`src/dist_settings.svh`:
```
`ifndef DIST_SETTINGS_SVH
`define DIST_SETTINGS_SVH

////////////////////////////////////////////////////////////
// distribution network sizing
////////////////////////////////////////////////////////////

// payload word carried through every node
`define DIST_DATA_WIDTH 32

// per-leaf delivery counter
// wraps at full scale
`define DIST_COUNT_WIDTH 16

// leaf count is not a knob here
// two levels of 1x2 nodes give four leaves
// growing the tree means a new tree module

`endif
```
`src/dist_pkg.sv`:
```
`default_nettype none

`include "dist_settings.svh"

package dist_pkg;

    ////////////////////////////////////////////////////////////
    // payload and bookkeeping widths
    ////////////////////////////////////////////////////////////

    // one payload word
    typedef logic [`DIST_DATA_WIDTH-1:0] data_t;

    // destination mask, bit k selects leaf k
    typedef logic [3:0] leaf_mask_t;

    // delivery counter per leaf
    typedef logic [`DIST_COUNT_WIDTH-1:0] count_t;

    ////////////////////////////////////////////////////////////
    // node commands
    ////////////////////////////////////////////////////////////

    // bit 0 feeds the low branch, bit 1 the high branch
    typedef logic [1:0] cmd_t;

    localparam cmd_t CMD_NONE = 2'b00;
    localparam cmd_t CMD_LOW  = 2'b01;
    localparam cmd_t CMD_HIGH = 2'b10;
    localparam cmd_t CMD_DUP  = 2'b11;

endpackage

`default_nettype wire

```
`src/dist_top.sv`:
```
`default_nettype none
`timescale 1ns/1ps

////////////////////////////////////////////////////////////
// 1-to-4 distribution network
////////////////////////////////////////////////////////////

// decode -> root -> leaf nodes -> collect
// four enabled edges from input to leaf output

module dist_top (
    input  logic                 i_clk,
    input  logic                 i_rst_n,
    input  logic                 i_en,
    input  logic                 i_valid,
    input  dist_pkg::data_t      i_data,
    input  dist_pkg::leaf_mask_t i_mask,
    output logic [3:0]           o_leaf_valid,
    output dist_pkg::data_t      o_leaf_data [3:0],
    output dist_pkg::count_t     o_leaf_count [3:0]
);

    import dist_pkg::*;

    // decode stage outputs
    logic  dec_valid;
    data_t dec_data;
    cmd_t  dec_root_cmd;
    cmd_t  dec_low_cmd;
    cmd_t  dec_high_cmd;

    // tree leaves, before the output register
    logic [3:0] tree_leaf_valid;
    data_t      tree_leaf_data [3:0];

    // mask to per-node commands
    dist_mask_decode u_decode (
        .i_clk      (i_clk),
        .i_rst_n    (i_rst_n),
        .i_en       (i_en),
        .i_valid    (i_valid),
        .i_data     (i_data),
        .i_mask     (i_mask),
        .o_valid    (dec_valid),
        .o_data     (dec_data),
        .o_root_cmd (dec_root_cmd),
        .o_low_cmd  (dec_low_cmd),
        .o_high_cmd (dec_high_cmd)
    );

    // node tree
    dist_tree u_tree (
        .i_clk        (i_clk),
        .i_rst_n      (i_rst_n),
        .i_en         (i_en),
        .i_valid      (dec_valid),
        .i_data       (dec_data),
        .i_root_cmd   (dec_root_cmd),
        .i_low_cmd    (dec_low_cmd),
        .i_high_cmd   (dec_high_cmd),
        .o_leaf_valid (tree_leaf_valid),
        .o_leaf_data  (tree_leaf_data)
    );

    // output register and counters
    dist_leaf_collect u_collect (
        .i_clk        (i_clk),
        .i_rst_n      (i_rst_n),
        .i_en         (i_en),
        .i_leaf_valid (tree_leaf_valid),
        .i_leaf_data  (tree_leaf_data),
        .o_leaf_valid (o_leaf_valid),
        .o_leaf_data  (o_leaf_data),
        .o_leaf_count (o_leaf_count)
    );

endmodule

`default_nettype wire

```
`src/dist_leaf_collect.sv`:
```
`default_nettype none
`timescale 1ns/1ps

////////////////////////////////////////////////////////////
// leaf output register and delivery counters
////////////////////////////////////////////////////////////

module dist_leaf_collect (
    input  logic             i_clk,
    input  logic             i_rst_n,
    input  logic             i_en,
    input  logic [3:0]       i_leaf_valid,
    input  dist_pkg::data_t  i_leaf_data [3:0],
    output logic [3:0]       o_leaf_valid,
    output dist_pkg::data_t  o_leaf_data [3:0],
    output dist_pkg::count_t o_leaf_count [3:0]
);

    import dist_pkg::*;

    // valid strobe
    // dropped during a stall so a held word shows up once
    always_ff @(posedge i_clk)
    begin
        if (!i_rst_n)
        begin
            o_leaf_valid <= '0;
        end
        else if (i_en)
        begin
            o_leaf_valid <= i_leaf_valid;
        end
        else
        begin
            o_leaf_valid <= '0;
        end
    end

    // leaf words, held while disabled
    always_ff @(posedge i_clk)
    begin
        for (int k = 0; k < 4; k++)
        begin
            if (!i_rst_n)
                o_leaf_data[k] <= '0;
            else if (i_en)
                o_leaf_data[k] <= i_leaf_data[k];
        end
    end

    ////////////////////////////////////////////////////////////
    // delivery counters
    ////////////////////////////////////////////////////////////

    // one count per delivered word, wraps at full scale
    always_ff @(posedge i_clk)
    begin
        for (int k = 0; k < 4; k++)
        begin
            if (!i_rst_n)
                o_leaf_count[k] <= '0;
            else if (i_en && i_leaf_valid[k])
                o_leaf_count[k] <= o_leaf_count[k] + count_t'(1);
        end
    end

    // a count moves only on an enabled edge that delivered to that leaf
    for (genvar k = 0; k < 4; k++)
    begin : g_count_chk
        a_count_step: assert property (
            @(posedge i_clk) disable iff (!i_rst_n)
            (o_leaf_count[k] != $past(o_leaf_count[k])) |->
                $past(i_en && i_leaf_valid[k])
        );
    end

endmodule

`default_nettype wire

```
`src/dist_tree.sv`:
```
`default_nettype none
`timescale 1ns/1ps

////////////////////////////////////////////////////////////
// two level distribute tree
////////////////////////////////////////////////////////////

//                 root
//               /      \
//          low node    high node
//          /    \       /    \
//      leaf0  leaf1  leaf2  leaf3

module dist_tree (
    input  logic            i_clk,
    input  logic            i_rst_n,
    input  logic            i_en,
    input  logic            i_valid,
    input  dist_pkg::data_t i_data,
    input  dist_pkg::cmd_t  i_root_cmd,
    input  dist_pkg::cmd_t  i_low_cmd,
    input  dist_pkg::cmd_t  i_high_cmd,
    output logic [3:0]      o_leaf_valid,
    output dist_pkg::data_t o_leaf_data [3:0]
);

    import dist_pkg::*;

    // root outputs, [1] high branch, [0] low branch
    logic [1:0]  root_valid;
    data_t [1:0] root_data;

    // second level commands, one stage behind
    cmd_t low_cmd_q;
    cmd_t high_cmd_q;

    // leaf node outputs
    logic [1:0]  low_valid;
    data_t [1:0] low_data;
    logic [1:0]  high_valid;
    data_t [1:0] high_data;

    // leaf commands wait one enabled edge
    // so they meet the word leaving the root
    always_ff @(posedge i_clk)
    begin
        if (!i_rst_n)
        begin
            low_cmd_q  <= CMD_NONE;
            high_cmd_q <= CMD_NONE;
        end
        else if (i_en)
        begin
            low_cmd_q  <= i_low_cmd;
            high_cmd_q <= i_high_cmd;
        end
    end

    ////////////////////////////////////////////////////////////
    // nodes
    ////////////////////////////////////////////////////////////

    distribute_1x2_seq u_root (
        .i_clk      (i_clk),
        .i_rst_n    (i_rst_n),
        .i_en       (i_en),
        .i_valid    (i_valid),
        .i_data_bus (i_data),
        .i_cmd      (i_root_cmd),
        .o_valid    (root_valid),
        .o_data_bus (root_data)
    );

    // low branch of root serves leaves 0 and 1
    distribute_1x2_seq u_low (
        .i_clk      (i_clk),
        .i_rst_n    (i_rst_n),
        .i_en       (i_en),
        .i_valid    (root_valid[0]),
        .i_data_bus (root_data[0]),
        .i_cmd      (low_cmd_q),
        .o_valid    (low_valid),
        .o_data_bus (low_data)
    );

    // high branch of root serves leaves 2 and 3
    distribute_1x2_seq u_high (
        .i_clk      (i_clk),
        .i_rst_n    (i_rst_n),
        .i_en       (i_en),
        .i_valid    (root_valid[1]),
        .i_data_bus (root_data[1]),
        .i_cmd      (high_cmd_q),
        .o_valid    (high_valid),
        .o_data_bus (high_data)
    );

    // flatten leaf outputs in leaf order
    assign o_leaf_valid = {high_valid, low_valid};

    for (genvar k = 0; k < 2; k++)
    begin : g_leaf
        assign o_leaf_data[k]     = low_data[k];
        assign o_leaf_data[k + 2] = high_data[k];
    end

endmodule

`default_nettype wire

```
`src/dist_mask_decode.sv`:
```
`default_nettype none
`timescale 1ns/1ps

module dist_mask_decode (
    input  logic                i_clk,
    input  logic                i_rst_n,
    input  logic                i_en,
    input  logic                i_valid,
    input  dist_pkg::data_t     i_data,
    input  dist_pkg::leaf_mask_t i_mask,
    output logic                o_valid,
    output dist_pkg::data_t     o_data,
    output dist_pkg::cmd_t      o_root_cmd,
    output dist_pkg::cmd_t      o_low_cmd,
    output dist_pkg::cmd_t      o_high_cmd
);

    import dist_pkg::*;

    // next-state commands
    cmd_t root_cmd_d;
    cmd_t low_cmd_d;
    cmd_t high_cmd_d;
    logic take;

    // zero mask counts as nothing to send
    assign take = i_valid && (i_mask != '0);

    // root sends low if either leaf 0 or 1 wants it
    // and high if either leaf 2 or 3 wants it
    assign root_cmd_d = take ? {|i_mask[3:2], |i_mask[1:0]} : CMD_NONE;
    // second level commands are the raw mask pairs
    assign low_cmd_d  = take ? i_mask[1:0] : CMD_NONE;
    assign high_cmd_d = take ? i_mask[3:2] : CMD_NONE;

    ////////////////////////////////////////////////////////////
    // decode register
    ////////////////////////////////////////////////////////////

    always_ff @(posedge i_clk)
    begin
        if (!i_rst_n)
        begin
            o_valid    <= 1'b0;
            o_data     <= '0;
            o_root_cmd <= CMD_NONE;
            o_low_cmd  <= CMD_NONE;
            o_high_cmd <= CMD_NONE;
        end
        else if (i_en)
        begin
            o_valid    <= take;
            o_data     <= i_data;
            o_root_cmd <= root_cmd_d;
            o_low_cmd  <= low_cmd_d;
            o_high_cmd <= high_cmd_d;
        end
    end

    // no stray command may reach the tree with an empty slot
    a_cmd_needs_valid: assert property (
        @(posedge i_clk) disable iff (!i_rst_n)
        ((o_root_cmd != CMD_NONE) || (o_low_cmd != CMD_NONE) ||
         (o_high_cmd != CMD_NONE)) |-> o_valid
    );

endmodule

`default_nettype wire

```
`src/distribute_1x2_seq.sv`:
```
`default_nettype none
`timescale 1ns/1ps

////////////////////////////////////////////////////////////
// registered 1x2 distribute node
////////////////////////////////////////////////////////////

// cmd 00 drops the word
// cmd 01 sends it low, cmd 10 sends it high
// cmd 11 duplicates it to both branches
// o_data_bus[1] is the high branch, o_data_bus[0] the low one

module distribute_1x2_seq (
    input  logic                  i_clk,
    input  logic                  i_rst_n,
    input  logic                  i_en,
    input  logic                  i_valid,
    input  dist_pkg::data_t       i_data_bus,
    input  dist_pkg::cmd_t        i_cmd,
    output logic [1:0]            o_valid,
    output dist_pkg::data_t [1:0] o_data_bus
);

    import dist_pkg::*;

    // branch select after gating with input valid
    cmd_t fwd;

    // an invalid word never opens a branch
    assign fwd = i_valid ? i_cmd : CMD_NONE;

    ////////////////////////////////////////////////////////////
    // branch registers
    ////////////////////////////////////////////////////////////

    always_ff @(posedge i_clk)
    begin
        if (!i_rst_n)
        begin
            o_valid    <= '0;
            o_data_bus <= '0;
        end
        else if (i_en)
        begin
            for (int b = 0; b < 2; b++)
            begin
                if (fwd[b])
                begin
                    o_valid[b]    <= 1'b1;
                    o_data_bus[b] <= i_data_bus;
                end
                else
                begin
                    // unselected branch carries the dummy word
                    o_valid[b]    <= 1'b0;
                    o_data_bus[b] <= '0;
                end
            end
        end
        // disabled, both branches hold
    end

    // each branch valid only rises from a request one enabled edge back
    for (genvar b = 0; b < 2; b++)
    begin : g_branch_chk
        a_rise_has_cause: assert property (
            @(posedge i_clk) disable iff (!i_rst_n)
            $rose(o_valid[b]) |-> $past(i_en && i_valid && i_cmd[b])
        );
    end

endmodule

`default_nettype wire

```
`config.mk`:
```
export PLATFORM = sky130hd
export DESIGN_NAME = dist_top
export DESIGN_NICKNAME = d
export VERILOG_FILES = /design/src/dist_pkg.sv /design/src/dist_top.sv /design/src/dist_leaf_collect.sv /design/src/dist_tree.sv /design/src/dist_mask_decode.sv /design/src/distribute_1x2_seq.sv
export VERILOG_INCLUDE_DIRS = /design/src
export SDC_FILE = /design/constraint.sdc
export NUM_CORES = 1
export LEC_CHECK = 0
export ABC_AREA = 1
export BUFFER_PORTS_ARGS = -buffer_cell sky130_fd_sc_hd__buf_4
export CAP_MARGIN = 20
export CORE_UTILIZATION = 30
export CTS_CLUSTER_SIZE = 30
export DETAILED_ROUTE_END_ITERATION = 8
export GPL_ROUTABILITY_DRIVEN = 0
export HOLD_SLACK_MARGIN = 0.12
export SYNTH_ARGS = -nofsm -noshare
export SYNTH_HDL_FRONTEND = slang
export SYNTH_SLANG_ARGS = --single-unit
```
`constraint.sdc`:
```
create_clock -name i_clk -period 1.33 [get_ports i_clk]
set_input_delay 0.1995 -clock i_clk [delete_from_list [all_inputs] [get_ports i_clk]]
set_output_delay 0.1995 -clock i_clk [all_outputs]
set_load 0.05 [all_outputs]
```
# --- Word level (Yosys, flattened, before mapping) ---
# Index checks and enable logic that the tools add are counted.
word_totals:
  reg_bits: 437
  in_bits: 40
  out_inout_bits: 196
  elab_cells: 56
op_classes:
  n_addsub: 4
  n_mux: 18
  n_reduce_logical: 9
op_table:
  columns: ["operator", "count"]
  rows:
  - ["$mux W32", 6]
  - ["$add A16 B1 Y16 const B", 4]
  - ["$mux W2", 6]
  - ["$mux W1", 6]
  - ["$logic_and A1 B1 Y1", 5]
  - ["$reduce_bool A4 Y1", 1]
  - ["$reduce_or A2 Y1", 2]
  - ["$reduce_and A2 Y1", 1]

# --- Depth between registers and ports, before layout ---
# Gate-level depths: netlist (run 1).
logic_depth:
  depth_word: 3
  mapped_depth: 10

# --- Cells and area by module ---
# A second synthesis (run 1) with hierarchy kept.
unflattened:
  cells_unflattened: 2138
  hier_area_um2: 16861.2
by_module_without_submodules:
  columns: ["module", "n_inst", "cells_each", "area_per_inst_um2", "seq_area_each_um2"]
  rows:
  - ["dist_leaf_collect", 1, 1034, 7727.4, 3923.8]
  - ["distribute_1x2_seq", 3, 302, 2528.7, 1321.3]
  - ["dist_mask_decode", 1, 173, 1381.3, 780.7]
  - ["dist_tree", 1, 25, 166.4, 80.1]

# --- Least setup slack after synthesis (run 1) ---
# Ideal clock, no wire load.
synth_timing:
  path_kind: "reg-to-reg"
  startpoint: "register u_collect.o_leaf_count[16] (netlist name)"
  endpoint: "register u_collect.o_leaf_count[30] (netlist name)"
  t_arrival_ps: 1608
  required_ps: 1216
  slack_ps: -393
  stages_incl_launch_ff: 9
  n_path_buf: 0
  path_cell_list: "dfxtp_1 > ha_1 > nand2_1 > nor2_1 > nand3_1 > nor2_1 > nand2_1 > nand2_1 > nor2_1"
synth_between:
  elab_chain_len: 1
synth_lines:
  columns: ["element", "line", "source"]
  rows:
  - ["start: declaration", "dist_leaf_collect.sv:16", "output dist_pkg::count_t o_leaf_count [3:0]"]
  - ["start signal: indexed assignment", "dist_leaf_collect.sv:63", "o_leaf_count[k] <= o_leaf_count[k] + count_t'(1);"]
  - ["$add A16 B1 Y16", "dist_leaf_collect.sv:63", null]
# No other way between the ends.
# A chain may end at the register's enable or synchronous reset.

# --- Worst setup path in the final report (run 1) ---
layout_timing:
  startpoint: "register u_collect.o_leaf_data[104] (netlist name)"
  endpoint: "output port o_leaf_data[104] (netlist name)"
layout_rtl:
  columns: ["element", "line", "source"]
  rows:
  - ["start: declaration", "dist_leaf_collect.sv:15", "output dist_pkg::data_t o_leaf_data [3:0],"]
  - ["start signal: indexed assignment", "dist_leaf_collect.sv:47", "o_leaf_data[k] <= i_leaf_data[k];"]
  - ["end: declaration", "dist_top.sv:19", "output dist_pkg::data_t o_leaf_data [3:0],"]
# No word-level cell between the ends.

==> results.cfg, run 1 <==
[cells_and_area]
fin_area_mm2 = 0.0228
n_antenna_cell = 0
drive_above_1_share = 0.260
final_net_count = 2455
fillCellCount = 5076
final_common_cell = nand2_1
final_util = 0.434
final_cells = 3130
syn_to_final_growth_pct = 42.9
layout_common_cells = 516 x nand2_1, 419 x nor2_1, 260 x dfxtp_1

[drt]
firstDrtPassIters = 7
drt_iter0_drc = 777
vias_per_cell = 4.73
remaining_drc_errors = 0
wire_per_inst_um = 15.8
route.antenna.remaining_nets = 0
totalWireLength_um = 49600
num_vias = 14800

[cts]
root_buffer = clkbuf_16
ctsHtreeMaxLevel = 2
cts_sinks = 437
clkSlewWorstSetupHoldPaths_ns = 0.06
numCtsBuffers = 47
worst_skew_pair.late_latency_ns = 0.59
cts_tree = done
ctsLongestPathBuffers = 3

[synthesis]
syn_avg_cell_area_um2 = 7.59
syn_nets = 2148
syn-instance-count = 2104
synth_cell_types = 32
ys_seq_elements = 437
yosysSeqAreaShare = 0.548
yosysWarnings = 0
synth_area_mm2 = 0.0160

[outcome]
violations = negative setup slack
status = finished with violations

[placed_design]
dp_hpwl_um = 32600
pre_cts_ws_ns = -0.0541
place_area_mm2 = 0.0188
io_buffers = 235
dp.cells = 2946

[timing]
clock.fmax_mhz = 749
fin_tns_setup_ns = -0.00500
fin_skew_ns = 0.0237
tightest_slew_ns = 0.367
rsz0062_at_grt = yes
setup_slack_ns = -0.00500
slew_violations = 0
min_period_over_period = 1.00
hold_violations = 0
slew_headroom = 0.755
setup_viol = 1
fin_crit_ns = 1.33

[floorplanning]
die_width_um = 233
io_pins = 236
fp-row-count = 84
fp.dieH_um = 233
start_util = 0.304
core_area_mm2 = 0.0526
die_area_mm2 = 0.0541

[setup_path]
critical_path.max_stage_delay_ns = 0.39
critPathTopFamily = flip-flops
start_kind = flop
path_cells = buf_8
critPathMaxFanout = 2
worst_ep_required_time_ns = 1.13
crit_slowest_cell = dfxtp_4
path_buf_inv = 1
cp_data_arrival_time_ns = 1.14
reg2reg_slack_ns = 0.03
worstSetupPathType = flop to output port
cp-end-kind = output port

[global_route]
grt_first_pass_wirelength_um = 75500
grt_antenna_before_repair = 0
overflow = 0
grt_start_max_net_pins = 154
grt_usage = 0.175
first_global_vias = 14300

[pwr]
power_frac_comb = 0.085
p_sw_frac = 0.248
power_density_mw_per_mm2 = 1270
seqPwrFrac = 0.466
p_clk_frac = 0.449
max-vdd-ir-drop_mv = 0.930
internal_power_mw = 21.8
leakagePower_nw = 8.75
p_switching_mw = 7.19

[worst_hold_path]
hp-class = input pin to flop

[run]
max-cap-violations = 0
## kinds of logic (layout without fill, tap and decap cells)
group | after synthesis | in the layout | synth area share
AO/OA/AOI/OAI | 420 | 420 | 0.132
XOR/XNOR | 11 | 11 | 0.00603
adder cells (fa/ha/maj) | 4 | 4 | 0.00313
buffers and inverters | 201 | 539 | 0.0567
flip-flops | 437 | 437 | 0.548
AND/OR/NAND/NOR | 1031 | 1031 | 0.254
## final timing paths
path,from,end,cells past startpoint
hold reg to reg,u_tree.u_high.o_data_bus[27],u_tree.u_high.o_data_bus[27],2
setup / recovery,u_collect.o_leaf_data[104],o_leaf_data[104],1
setup reg to reg,u_collect.o_leaf_count[1],u_collect.o_leaf_count[13],8
hold / removal,i_rst_n,u_collect.o_leaf_count[63],4
## Yosys cell counts
cell type	n	area (um^2)
buf_4	20	150
nor3_1	9	45.0
a21oi_1	226	1130
ha_1	4	50.1
o21ai_1	8	40.0
and3_1	1	6.26
nor3_2	2	20.0
clkinv_1	1	3.75
nor2_1	435	1630
nand2_4	3	33.8
nor2_4	4	45.0
a31oi_1	2	12.5
o21bai_1	3	22.5
o21ai_0	181	906
nand4_1	9	56.3
dfxtp_1	437	8750
xor2_1	8	70.1
buf_2	42	210
nor3b_1	2	15.0
or2_1	1	6.26
nand3_1	34	170
nor2_2	4	25.0
clkbuf_1	63	236
nand2_2	2	12.5
nand2_1	523	1960
clkinv_2	1	5.00
nand3_2	1	10.0
inv_1	62	233
nand4_2	1	12.5
inv_2	10	37.5
xnor2_1	3	26.3
buf_8	2	30.0
## worst register-to-register path: cells and delay by family (launching register included)
kind,cells,cell delay [ns]
simple gates,7,0.67
flops,1,0.39
buf+inv,1,0.14
## metrics by stage
| stage | power [mW] | hold WS (ns) |
|---|---|---|
| after global placement | 16.0 | 0.427 |
| final | 29.0 | 0.159 |
| after detailed placement | 16.0 | 0.432 |
| after global routing | 30.0 | 0.159 |
| after floorplan | 15.2 | 0.334 |
| after CTS | 29.3 | 0.0980 |
## what timing repair did
item | CTS | global route
pin swaps | 3 | 17
hold buffers | 62 | 0
gates resized for setup | 446 | 78
endpoints found under the hold margin | 72 | 0
cloned | 0 | 1
buffers inserted | 35 | 8
setup endpoints to repair | 192 | 97
## registers in the layout, indices dropped and copies added, names as in the netlist, 4 cells and up
signal	count
u_tree.u_root.o_data_bus	64
u_collect.o_leaf_count	64
u_collect.o_leaf_data	128
u_collect.o_leaf_valid	4
u_decode.o_data	32
u_tree.u_high.o_data_bus	64
u_tree.u_low.o_data_bus	64
## power groups by stage
stage          Combinational (mW)  Clock, mW  Sequential, mW
3_3_place_gp                 2.16          0            13.8
3_5_place_dp                 2.18          0            13.8
2_1_floorplan               0.759          0            14.4
5_1_grt                      2.65       13.8            13.5
4_1_cts                      2.47       13.3            13.5
6_report                     2.47       13.0            13.5
## routing by layer
layer | global-route usage | share of wire
met5 | 0 | 0
met4 | 0.0645 | 0.029
met3 | 0.0240 | 0.040
met2 | 0.305 | 0.50
met1 | 0.218 | 0.43
## area by class of cell
| class | count | area (um^2) | share of cell area |
|---|---|---|---|
| inverter | 74 | 298 | 0.0130 |
| multi-input combinational | 1466 | 6520 | 0.286 |
| clock buffer | 66 | 1300 | 0.0569 |
| sequential | 437 | 9160 | 0.401 |
| timing repair buffer | 385 | 4480 | 0.196 |
| tap | 688 | 861 | 0.0377 |
| clock inverter | 14 | 216 | 0.00949 |
No activity file was read; power rests on OpenSTA's default activity.
==> inputs of run 2 (changes only) <==
- PLACE_DENSITY_LB_ADDON: not set -> 0.08
- REMOVE_ABC_BUFFERS: not set -> 1
==> run 2 against run 1 <==
The flow still finishes with violations (negative setup slack). Critical path depth rose by 1. Sequential share of layout area fell by 0.68 points. Die area did not move. Clock-buffer cell count rose by 13. Final cell count increased by 1.2%. Largest power group is now the clock network.
==> results.cfg, run 2 (synthesized netlist as in run 1, its figures left out) <==
[setup_path]
critPathTopFamily = flip-flops
reg2reg_from = u_collect.o_leaf_count[0]
path_buf_inv = 2
reg2reg_slack_ns = -0.01
crit_end = o_leaf_count[32]
worstSetupPathType = flop to output port
reg2regPathDepth = 9
worst_ep_required_time_ns = 1.13
cp_data_arrival_time_ns = 1.16
reg2reg_to = u_collect.o_leaf_count[12]
path_cells = buf_6 > buf_8
critical_path.max_stage_delay_ns = 0.32
cp.depth = 2
start_kind = flop
cp-end-kind = output port
critPathMaxFanout = 2
crit_slowest_cell = dfxtp_2
crit_path_start = u_collect.o_leaf_count[32]

[run]
max-cap-violations = 0

[cells_and_area]
regMostFlops = u_collect.o_leaf_data
syn_to_final_growth_pct = 45.0
n_antenna_cell = 0
fillCellCount = 5228
largest_reg_flops = 128
final_common_cell = nand2_1
final_util = 0.441
drive_above_1_share = 0.282
final_cells = 3167
layout_common_cells = 516 x nand2_1, 417 x nor2_1, 255 x dfxtp_1
final_net_count = 2483
fin_area_mm2 = 0.0231

[pwr]
leakagePower_nw = 9.06
power_density_mw_per_mm2 = 1280
max-vdd-ir-drop_mv = 0.842

[global_route]
grt_antenna_before_repair = 0
grt_first_pass_wirelength_um = 74100
grt_usage = 0.171
first_global_vias = 13800
grt_start_max_net_pins = 97
overflow = 0

[drt]
firstDrtPassIters = 4
wire_per_inst_um = 14.9
drt_iter0_drc = 700
num_vias = 14400
route.antenna.remaining_nets = 0
totalWireLength_um = 47100
remaining_drc_errors = 0
vias_per_cell = 4.53

[timing]
clock.fmax_mhz = 735
tightest_slew_ns = 0.523
rsz0062_at_grt = yes
hold_violations = 0
setup_viol = 11
min_period_over_period = 1.02
slew_headroom = 0.651
fin_crit_ns = 1.36
fin_skew_ns = 0.0172
setup_slack_ns = -0.0297
slew_violations = 0

[cts]
cts_tree = done
root_buffer = clkbuf_16
cts_sinks = 437
numCtsBuffers = 49
clkSlewWorstSetupHoldPaths_ns = 0.06
ctsHtreeMaxLevel = 2
worst_skew_pair.late_latency_ns = 0.58
ctsLongestPathBuffers = 3

[floorplanning]
io_pins = 236
die_width_um = 233
die_area_mm2 = 0.0541
start_util = 0.304
core_area_mm2 = 0.0526
fp.dieH_um = 233
fp-row-count = 84

[worst_hold_path]
hp-class = input pin to flop
holdCritStartpoint = i_rst_n
min_path_cells = 4

[placed_design]
pre_cts_ws_ns = 0.00663
dp.cells = 2983
io_buffers = 235
place_area_mm2 = 0.0190
dp_hpwl_um = 29000

[outcome]
status = finished with violations
violations = negative setup slack
## run 2: cell types whose count changed in the layout (fill, tap and decap cells not counted), sizes merged
cell / change
buf: +45
bufinv: -2
clkbuf: +12
clkinv: +3
clkinvlp: -1
dlygate4sd3: -18
inv: -2
## run 2: how the worst min path moves through the flow
stage,slack (ns),endpoint
6_report,0.14,u_collect.o_leaf_data[53]
2_1_floorplan,0.32,u_collect.o_leaf_count[15]
3_3_place_gp,0.43,u_decode.o_data[31]
4_1_cts,0.13,u_tree.u_high.o_data_bus[45]
5_1_grt,0.15,u_tree.u_high.o_data_bus[45]
3_5_place_dp,0.43,u_decode.o_data[29]
## run 2: stage by stage
| step | hold slack, ns | setup TNS [ns] | total power [mW] |
|---|---|---|---|
| 2_1_floorplan | 0.320 | -959.34 | 15.0 |
| 6_report | 0.137 | -0.176 | 29.7 |
| 5_1_grt | 0.149 | -1.29 | 30.9 |
| 3_5_place_dp | 0.428 | 0 | 16.0 |
| 4_1_cts | 0.125 | -1.02 | 30.1 |
| 3_3_place_gp | 0.426 | 0 | 16.0 |
## run 2: what timing repair did
| item | CTS | global route |
|---|---|---|
| pin swaps | 1 | 23 |
| hold buffers | 44 | 0 |
| hold endpoints to repair | 66 | 0 |
| setup buffers | 44 | 12 |
| endpoints found under the setup margin | 190 | 173 |
| resized for setup | 463 | 131 |
## run 2: cell type report
class / count / area [um^2] / area share
Timing Repair Buffer: 411 / 4700 / 0.203
Multi-Input combinational cell: 1466 / 6510 / 0.281
Sequential cell: 437 / 9130 / 0.394
Clock buffer: 79 / 1530 / 0.0662
Clock inverter: 12 / 116 / 0.00503
Tap cell: 688 / 861 / 0.0372
Inverter: 74 / 298 / 0.0129
## run 2: layer usage
metal  wire length [um]  track usage
met5                  0            0
met4                848       0.0435
met3               1810       0.0321
met1              22000        0.226
met2              22400        0.286
## run 2: where the power goes
part | internal [mW] | switching, mW | leakage [nW]
combinational | 0.884 | 1.55 | 4.59
clock | 8.24 | 5.48 | 0.816
sequential | 13.3 | 0.211 | 3.65
total | 22.4 | 7.24 | 9.06
## run 2: worst register-to-register path, stage by stage, from the launching register on
cell	delay, ns
dfxtp_2	0.33
buf_4	0.10
ha_2	0.18
inv_2	0.05
nor2_4	0.16
nand2_2	0.09
nor2_4	0.15
nand3_2	0.07
nand2_1	0.06
nor2_1	0.04
==> inputs of run 3 (changes only) <==
- PLACE_DENSITY: not set -> 0.6
- PLACE_DENSITY_LB_ADDON: 0.08 -> not set
- SKIP_CTS_REPAIR_TIMING: not set -> 1
==> run 3 against run 2 <==
The run still ends with negative setup slack left. Setup slack got worse by 0.042 ns. Via count grew 2.0%. Non-clock buffer count up 1. Final cell count barely moved. Maximum frequency shrank 3.0%. Critical path depth is the same. Die area unchanged. Routed wire length shrank 3.0%. Critical path type unchanged.
==> results.cfg, run 3 (synthesized netlist as in run 1, its figures left out) <==
[cells_and_area]
layout_common_cells = 518 x nand2_1, 421 x nor2_1, 254 x dfxtp_1
final_common_cell = nand2_1
drive_above_1_share = 0.275
fin_area_mm2 = 0.0230
largest_reg_flops = 128
fillCellCount = 5122
regMostFlops = u_collect.o_leaf_data
final_net_count = 2484
final_cells = 3165
n_antenna_cell = 0
syn_to_final_growth_pct = 43.8

[worst_hold_path]
hp-class = input pin to flop
min_path_cells = 3
holdCritStartpoint = i_en
hold_path_end = u_tree.u_high.o_valid[1]

[drt]
num_vias = 14600
wire_per_inst_um = 14.4
firstDrtPassIters = 5
remaining_drc_errors = 0
drt_iter0_drc = 839
vias_per_cell = 4.63
route.antenna.remaining_nets = 0
totalWireLength_um = 45700

[timing]
tightest_slew_ns = 0.458
min_period_over_period = 1.05
hold_violations = 0
rsz0062_at_grt = yes
finalHoldWorstSlack_ns = 0.123
fin_skew_ns = 0.0157
fin_crit_ns = 1.40
fin_tns_setup_ns = -0.691
setup_viol = 19
slew_headroom = 0.695
clock.fmax_mhz = 714
setup_slack_ns = -0.0713
slew_violations = 0

[floorplanning]
die_width_um = 233
core_area_mm2 = 0.0526
start_util = 0.304
fp-row-count = 84
die_area_mm2 = 0.0541
io_pins = 236
fp.dieH_um = 233

[setup_path]
reg2reg_to = u_collect.o_leaf_count[3]
reg2regPathDepth = 7
cp_data_arrival_time_ns = 1.20
worstSetupPathType = flop to output port
reg2reg_from = u_collect.o_leaf_count[1]
worst_ep_required_time_ns = 1.13
critPathMaxFanout = 3
reg2reg_slack_ns = -0.04
start_kind = flop
cp-end-kind = output port

[cts]
clkSlewWorstSetupHoldPaths_ns = 0.06
ctsLongestPathBuffers = 3
cts_tree = done
ctsHtreeMaxLevel = 2
root_buffer = clkbuf_16
numCtsBuffers = 49
worst_skew_pair.late_latency_ns = 0.58
cts_sinks = 437

[global_route]
overflow = 0
grt_usage = 0.156
grt_start_max_net_pins = 78
first_global_vias = 13100
grt_first_pass_wirelength_um = 67800
grt_antenna_before_repair = 1

[placed_design]
place_area_mm2 = 0.0189
dp.cells = 2982
dp_hpwl_um = 28300
io_buffers = 235

[pwr]
power_density_mw_per_mm2 = 1280
leakagePower_nw = 8.95
fin_total_pwr_mw = 29.4
max-vdd-ir-drop_mv = 0.814

[outcome]
status = finished with violations
violations = negative setup slack

[run]
max-cap-violations = 0
run 3: cell count changes in the layout (fill, tap and decap cells not counted), sizes merged:
cell          delta
clkbuf          -13
dlygate4sd3     +10
buf              -8
clkinvlp         +4
inv              +3
clkinv           +2
bufinv           +1
dlymetal6s4s     -1
run 3: how the worst max path moves through the flow:
stage | from | to | slack [ns] | cells after the start
2_1_floorplan | i_rst_n | u_decode.o_root_cmd[0] | -2.90 | 2
3_3_place_gp | i_en | u_collect.o_leaf_data[71] | -0.13 | 5
3_5_place_dp | i_en | u_collect.o_leaf_data[71] | -0.12 | 5
4_1_cts | u_collect.o_leaf_count[50] | o_leaf_count[50] | -0.27 | 2
5_1_grt | u_collect.o_leaf_count[1] | u_collect.o_leaf_count[3] | -0.12 | 7
6_report | u_collect.o_leaf_count[23] | o_leaf_count[23] | -0.07 | 2
run 3: per-layer routing:
metal,wire length [um],part of all wire,vias up,GRT usage
li1,-,-,7381,-
met1,20400,0.45,6865,0.201
met2,22200,0.49,311,0.256
met3,1970,0.043,84,0.0286
met4,1170,0.025,2,0.0598
met5,13,0.00028,-,0
run 3: per-stage QoR:
step           setup slack, ns   util
2_1_floorplan            -2.90      -
3_3_place_gp            -0.126  0.359
3_5_place_dp            -0.116  0.359
4_1_cts                 -0.270  0.390
5_1_grt                 -0.122  0.437
6_report               -0.0713  0.437
run 3: report_power, final:
part,internal (mW),leakage (nW),total (mW),switching (mW)
Clock,7.91,0.781,13.5,5.61
Combinational,0.860,4.53,2.39,1.53
Sequential,13.3,3.65,13.5,0.209
run 3: worst max-delay path, cell delays in order, from the launching register on:
cell	delay, ns
dfxtp_2	0.37
buf_6	0.12
buf_8	0.13
run 3: cell type report:
cell class / count / area [um^2] / share of cell area
clock buffers: 66 / 1380 / 0.0602
clock inverters: 22 / 231 / 0.0101
inverters: 74 / 298 / 0.0130
multi-input cells: 1466 / 6440 / 0.280
flip-flops and latches: 437 / 9110 / 0.397
well taps: 688 / 861 / 0.0375
repair buffers: 412 / 4640 / 0.202
